$ cat src/txq_pkg.sv
`default_nettype none

package txq_pkg;

    // ------------------------------------------------------------
    // Stream and buffer sizes
    // ------------------------------------------------------------
    localparam int ANT_NUM  = 8;
    localparam int GRP_NUM  = 2;
    localparam int GRP_ANT  = ANT_NUM / GRP_NUM;
    localparam int SAMPLE_W = 32;
    localparam int AGC_W    = 8;

    // 4 RBs of 12 REs per block
    localparam int BLOCK_LEN = 48;
    localparam int BLOCK_NUM = 2;
    localparam int ADDR_W    = $clog2(BLOCK_LEN);

    // Framing
    localparam int RE_PER_RB  = 12;
    localparam int RB_PER_PKT = 4;
    localparam int PRB_MAX    = 131;

    localparam int DINFO_W = 52;
    localparam int RD_LAT  = 1;

    // ------------------------------------------------------------
    // Symbol descriptor
    // ------------------------------------------------------------
    typedef struct packed {
        logic [GRP_ANT-1:0][AGC_W-1:0] fft_agc;
        logic [3:0]                    rbg_idx;
        logic [3:0]                    pkg_type;
        logic                          cell_idx;
        logic [6:0]                    slot_idx;
        logic [3:0]                    symb_idx;
    } dinfo_f_t;

    // Raw word goes into RAM, field view on both ends
    typedef union packed {
        logic [DINFO_W-1:0] raw;
        dinfo_f_t           f;
    } dinfo_u;

endpackage

`default_nettype wire
$ cat src/txq_framer.sv
`timescale 1ns/100ps
`default_nettype none

module txq_framer (
    input  wire        i_clk,
    input  wire        i_reset,
    input  wire        i_tx_vld,
    output logic       o_tx_sop,
    output logic       o_tx_eop,
    output logic [8:0] o_prb_idx
);
    import txq_pkg::*;

    localparam int RE_W = $clog2(RE_PER_RB);
    localparam int RB_W = $clog2(RB_PER_PKT);

    logic [RE_W-1:0] re_cnt;
    logic [RB_W-1:0] rb_cnt;

    // Flags from the counters, aligned with the beat
    assign o_tx_eop = i_tx_vld && (re_cnt == RE_W'(RE_PER_RB - 1));
    assign o_tx_sop = i_tx_vld && (re_cnt == '0) && (rb_cnt == '0);

    // ------------------------------------------------------------
    // RE and RB counters
    // ------------------------------------------------------------
    always_ff @(posedge i_clk) begin
        if (i_reset) begin
            re_cnt <= '0;
        end else if (o_tx_eop) begin
            re_cnt <= '0;
        end else if (i_tx_vld) begin
            re_cnt <= re_cnt + 1'b1;
        end
    end

    always_ff @(posedge i_clk) begin
        if (i_reset) begin
            rb_cnt <= '0;
        end else if (o_tx_eop) begin
            if (rb_cnt == RB_W'(RB_PER_PKT - 1)) begin
                rb_cnt <= '0;
            end else begin
                rb_cnt <= rb_cnt + 1'b1;
            end
        end
    end

    // PRB index, one step per RB
    always_ff @(posedge i_clk) begin
        if (i_reset) begin
            o_prb_idx <= '0;
        end else if (o_tx_eop) begin
            if (o_prb_idx == 9'(PRB_MAX)) begin
                o_prb_idx <= '0;
            end else begin
                o_prb_idx <= o_prb_idx + 1'b1;
            end
        end
    end

endmodule

`default_nettype wire

$ cat config.mk
export PLATFORM = sky130hd
export DESIGN_NAME = txq_framer
export DESIGN_NICKNAME = d
export VERILOG_FILES = /design/src/txq_pkg.sv /design/src/txq_framer.sv
export SDC_FILE = /design/constraint.sdc
export NUM_CORES = 1
export LEC_CHECK = 0
export CAP_MARGIN = 40
export CORE_MARGIN = 2
export CORE_UTILIZATION = 50
export CTS_CLUSTER_SIZE = 20
export DETAILED_ROUTE_END_ITERATION = 10
export DONT_BUFFER_PORTS = 1
export PLACE_DENSITY = 0.74
export REMOVE_ABC_BUFFERS = 1
export SYNTH_ARGS = -nofsm -noshare
export SYNTH_HDL_FRONTEND = slang
export SYNTH_SLANG_ARGS = --single-unit
$ cat constraint.sdc
create_clock -name i_clk -period 1.4 [get_ports i_clk]
set_input_delay 0.14 -clock i_clk [delete_from_list [all_inputs] [get_ports i_clk]]
set_output_delay 0.14 -clock i_clk [all_outputs]
set_load 0.01 [all_outputs]
# [After elaboration in Yosys (flattened, before gate mapping)]
# Cells that the tools add are included.
[classes] addsub=3 eq_ne=3 muxes=2 reduce_logical=6
[op_table] op="9-bit by 1-bit adder with 9-bit output, second input constant" n=1
[op_table] op="9-bit by 8-bit equality test with 1-bit output, second input constant" n=1
[op_table] op="9-bit two-way mux" n=1
[op_table] op="4-bit by 1-bit adder with 4-bit output, second input constant" n=1
[op_table] op="4-bit equality test, second input constant" n=1
[op_table] op="4-bit logical NOT" n=1
[op_table] op="1-bit logical AND" n=3
[op_table] op="2-bit by 1-bit adder with 2-bit output, second input constant" n=1
[op_table] op="2-bit equality test, second input constant" n=1
[op_table] op="2-bit logical NOT" n=1
[op_table] op="2-bit two-way mux" n=1
[op_table] op="2-bit OR reduction" n=1
[totals] regBits=15 inputBits=3 out_inout_bits=11 wordCells=17

# [Depth between registers and ports, before layout]
[depth] depth_word=3 depth_mapped=6 ltp_nobuf=5

# [Worst setup path before layout]
# Ideal clock, no wire load.
[synth_path] path_type="reg2reg" startpoint="reg re_cnt[0]" endpoint="reg o_prb_idx[7]" setup_ns=0.066 arrival_time_ns=1.452 t_required_ns=1.334 slack_ns=-0.119 stages_incl_launch_ff=6 n_path_buf=1 synth_period_minus_slack_ns=1.519 path_cell_list="dfxtp_1 -> ha_1 -> nand4b_4 -> buf_6 -> or4_4 -> a21oi_2"
[synth_between] elab_chain_cells=2
[synth_lines] item="from (decl)" line="txq_framer.sv:17" rtl="logic [RE_W-1:0] re_cnt;"
[synth_lines] item="from (signal assigned)" line="txq_framer.sv:33" rtl="re_cnt <= re_cnt + 1'b1;"
[synth_lines] item="4-bit equality test" line="txq_framer.sv:21" rtl="assign o_tx_eop = i_tx_vld && (re_cnt == RE_W'(RE_PER_RB - 1));"
[synth_lines] item="1-bit logical AND" line="txq_framer.sv:21"
[synth_lines] item="to (signal assigned)" line="txq_framer.sv:57" rtl="o_prb_idx <= o_prb_idx + 1'b1;"
[synth_lines] item="to (decl)" line="txq_framer.sv:10" rtl="output logic [8:0] o_prb_idx"
# No other way between the ends.
# A chain may end at the register's enable or synchronous reset.

# [Final worst setup path]
[layout_path] startpoint="reg re_cnt[0]" endpoint="reg o_prb_idx[6]"
# The elaborated chain is that of the path after synthesis.

==> flow_summary.ini <==
[yosys]
synthCells = 88
synth-warning-count = 0
avgSynthCellArea_um2 = 9.11
seq_area_frac_synth_pct = 37.4
synth.distinct_cells = 27
ys_ff_latch = 15
netlist_area_um2 = 802

[place]
port_buffers = 0
placed_area_um2 = 963
preCtsSetupSlack_ns = -0.114
place_congestion = 0.716
dp_hpwl_um = 1270

[setup_path]
path_max_fanout = 5
regToRegSetupSlack_ns = -0.17
cp_common_cell = buf_6
timing.rr.end = o_prb_idx[6]
rr_startpoint = re_cnt[0]
cp-start-kind = flip-flop
crit_chain = ha_4, nand4b_4, buf_6, buf_6, o31ai_4, buf_6, a21oi_2
crit_slowest_cell = dfxtp_2
arrival_ns = 1.74
worst-setup-path-type = reg2reg
cpPeakStageDelay_ns = 0.37
required_ns = 1.57
reg2regPathDepth = 7
cp-end-kind = flip-flop

[min_path]
hold_class = in2reg
min_path_cells = 3
min-delay-start = i_reset
whs_endpoint = o_prb_idx[4]

[sta]
timing.fmax_mhz = 637
period_share_pct = 112
slew_viol_final = 0
setup_slack_ns = -0.170
finalClockSkew_ns = 0.00106
setup_violations = 10
timing.final.hold_violations = 0
worst_slew_pin_slew_ns = 0.396
holdWs_ns = 0.0735
slew_headroom_pct = 73.5
period_needed_ns = 1.57
rsz0062_at_grt = yes

[grt]
grt_pass1_wl_um = 3140
grt_max_degree = 10
grt_use_total_pct = 21.2
antenna_found_initial = 0
grt_pass1_vias = 744
overflow = 0

[die]
ios = 14
fp-row-count = 14
initial_core_util_pct = 53.2
die_h_um = 44.1
die_w_um = 44.1
dieArea_um2 = 1940
core_um2 = 1510

[drt]
postRouteWirelength_um = 2290
vias = 817
drtPass1Iterations = 4
avgViaCountPerCell = 5.96
drc_errors = 0
first_iter_violations = 29
wl_per_cell_um = 16.7
drtAntennaViolNets = 0

[clock_network]
cts_root_buffer = clkbuf_4
insertion_delay_ns = 0.28
cts_tree = done
htree_num_levels = 1
cts.clk_slew.worst_paths_ns = 0.10
numCtsBuffers = 3
cts_buffer_depth = 2
cts_sinks = 15

[final_layout]
multi_input_area_um2 = 499
final-seq-area_um2 = 303
layout.nets = 130
fin_area_um2 = 1160
diodes = 0
fill_cells = 97
drive_above_1_share_pct = 46.3
area_growth_pct = 44.6

[run]
max-cap-violations = 0

[power_and_ir_drop]
p_leak_nw = 0.465
vdd_drop_max_mv = 0.391
power.density_nw_per_um2 = 664

[run_status]
violations = negative setup slack
outcome = finished with violations
## critical path: cells and delay by family (launching register included)
family	cells	cell delay [ns]
adder cells (fa/ha/maj)	1	0.15
AND/OR/NAND/NOR	1	0.13
flip-flops	1	0.37
AO/OA/AOI/OAI	2	0.36
buffers and inverters	3	0.44
## kinds of logic (layout without fill, tap and decap cells)
family | after synthesis | count (layout) | share of synthesized area [%]
AO/OA/AOI/OAI | 21 | 21 | 17.5
multiplexers | 1 | 1 | 1.25
AND/OR/NAND/NOR | 30 | 30 | 24.6
buffers and inverters | 13 | 46 | 8.11
flip-flops | 15 | 15 | 37.4
adder cells (fa/ha/maj) | 5 | 5 | 7.80
XOR/XNOR | 3 | 3 | 3.28
## power breakdown
part           switching, mW  leakage (nW)  internal [mW]
sequential           0.00672         0.122          0.434
combinational         0.0398         0.326         0.0351
clock                  0.149        0.0177          0.106
total                  0.195         0.465          0.575
## what timing repair did
| action | CTS | global route |
|---|---|---|
| buffers inserted | 3 | 5 |
| cloned | 0 | 1 |
| endpoints found under the setup margin | 16 | 16 |
| endpoints found under the hold margin | 8 | 0 |
| hold buffers | 1 | 0 |
| resized for setup | 10 | 14 |
| pin swaps | 6 | 4 |
## cells in the mapped netlist (all sizes together)
library cell   n  share of area (%)
o31ai          5                6.4
inv            9                4.2
or4            5                5.6
nand4          3                2.3
buf            4                3.9
xor2           2                2.2
nor3           4                2.5
o21ai          3                1.9
xnor2          1                1.1
nand4bb        1                1.4
o211ai         2                1.9
a21oi         11                7.3
dfxtp         15                 37
ha             5                7.8
nand2          7                3.3
nand4b         2                4.1
nor2           1               0.47
nand3          3                1.9
or3            4                3.1
mux2i          1                1.2
## cells in the final DEF (no fill, tap or decap), drive strengths merged
cell type | netlist | layout
clkbuf | 0 | 3
dlygate4sd3 | 0 | 1
o211ai | 2 | 2
nand4bb | 1 | 1
xor2 | 2 | 2
nor2 | 1 | 1
dfxtp | 15 | 15
clkinv | 0 | 1
mux2i | 1 | 1
or4 | 5 | 5
o31ai | 5 | 5
nand4b | 2 | 2
ha | 5 | 5
nor3 | 4 | 4
xnor2 | 1 | 1
nand4 | 3 | 3
nand2 | 7 | 7
nand3 | 3 | 3
inv | 9 | 9
buf | 4 | 32
or3 | 4 | 4
a21oi | 11 | 11
o21ai | 3 | 3
## cell type report
class	count	share of cell area, %
well taps	16	1.73
clock inverters	1	0.432
inverters	9	3.13
multi-input cells	60	43.0
flip-flops and latches	15	26.1
clock buffers	3	1.94
repair buffers	33	23.6
## how the worst max path moves through the flow
stage,to,start,cells after the start,slack (ns)
6_report,o_prb_idx[6],re_cnt[0],7,-0.17
5_1_grt,o_prb_idx[6],re_cnt[0],7,-0.19
4_1_cts,o_prb_idx[8],re_cnt[1],5,-0.09
3_5_place_dp,o_prb_idx[8],re_cnt[0],5,-0.11
3_3_place_gp,o_prb_idx[8],re_cnt[0],5,-0.07
2_1_floorplan,o_prb_idx[7],re_cnt[0],4,-0.16
## metrics by stage
step	instances	TNS (ns)	util (%)	total power, mW
floorplan	84	-0.607	-	0.476
global placement	123	-0.416	64.0	0.489
detailed placement	123	-0.860	64.0	0.492
CTS	131	-0.626	70.3	0.745
global route	137	-1.51	77.0	0.794
finish	137	-1.12	77.0	0.770
## flip-flops by register name (all words and copies together), names as in the netlist
signal and flops:
o_prb_idx 9, rb_cnt 2, re_cnt 4
## metal layers
layer	wire length [um]	vias to the layer above	track usage, %	part of all wire [%]
met4	11	0	3.64	0.48
met1	991	396	29.7	43
met5	0	-	0	0
met2	1170	32	34.7	51
met3	124	2	4.08	5.4
li1	-	387	-	-
No activity file was read; power rests on OpenSTA's default activity.
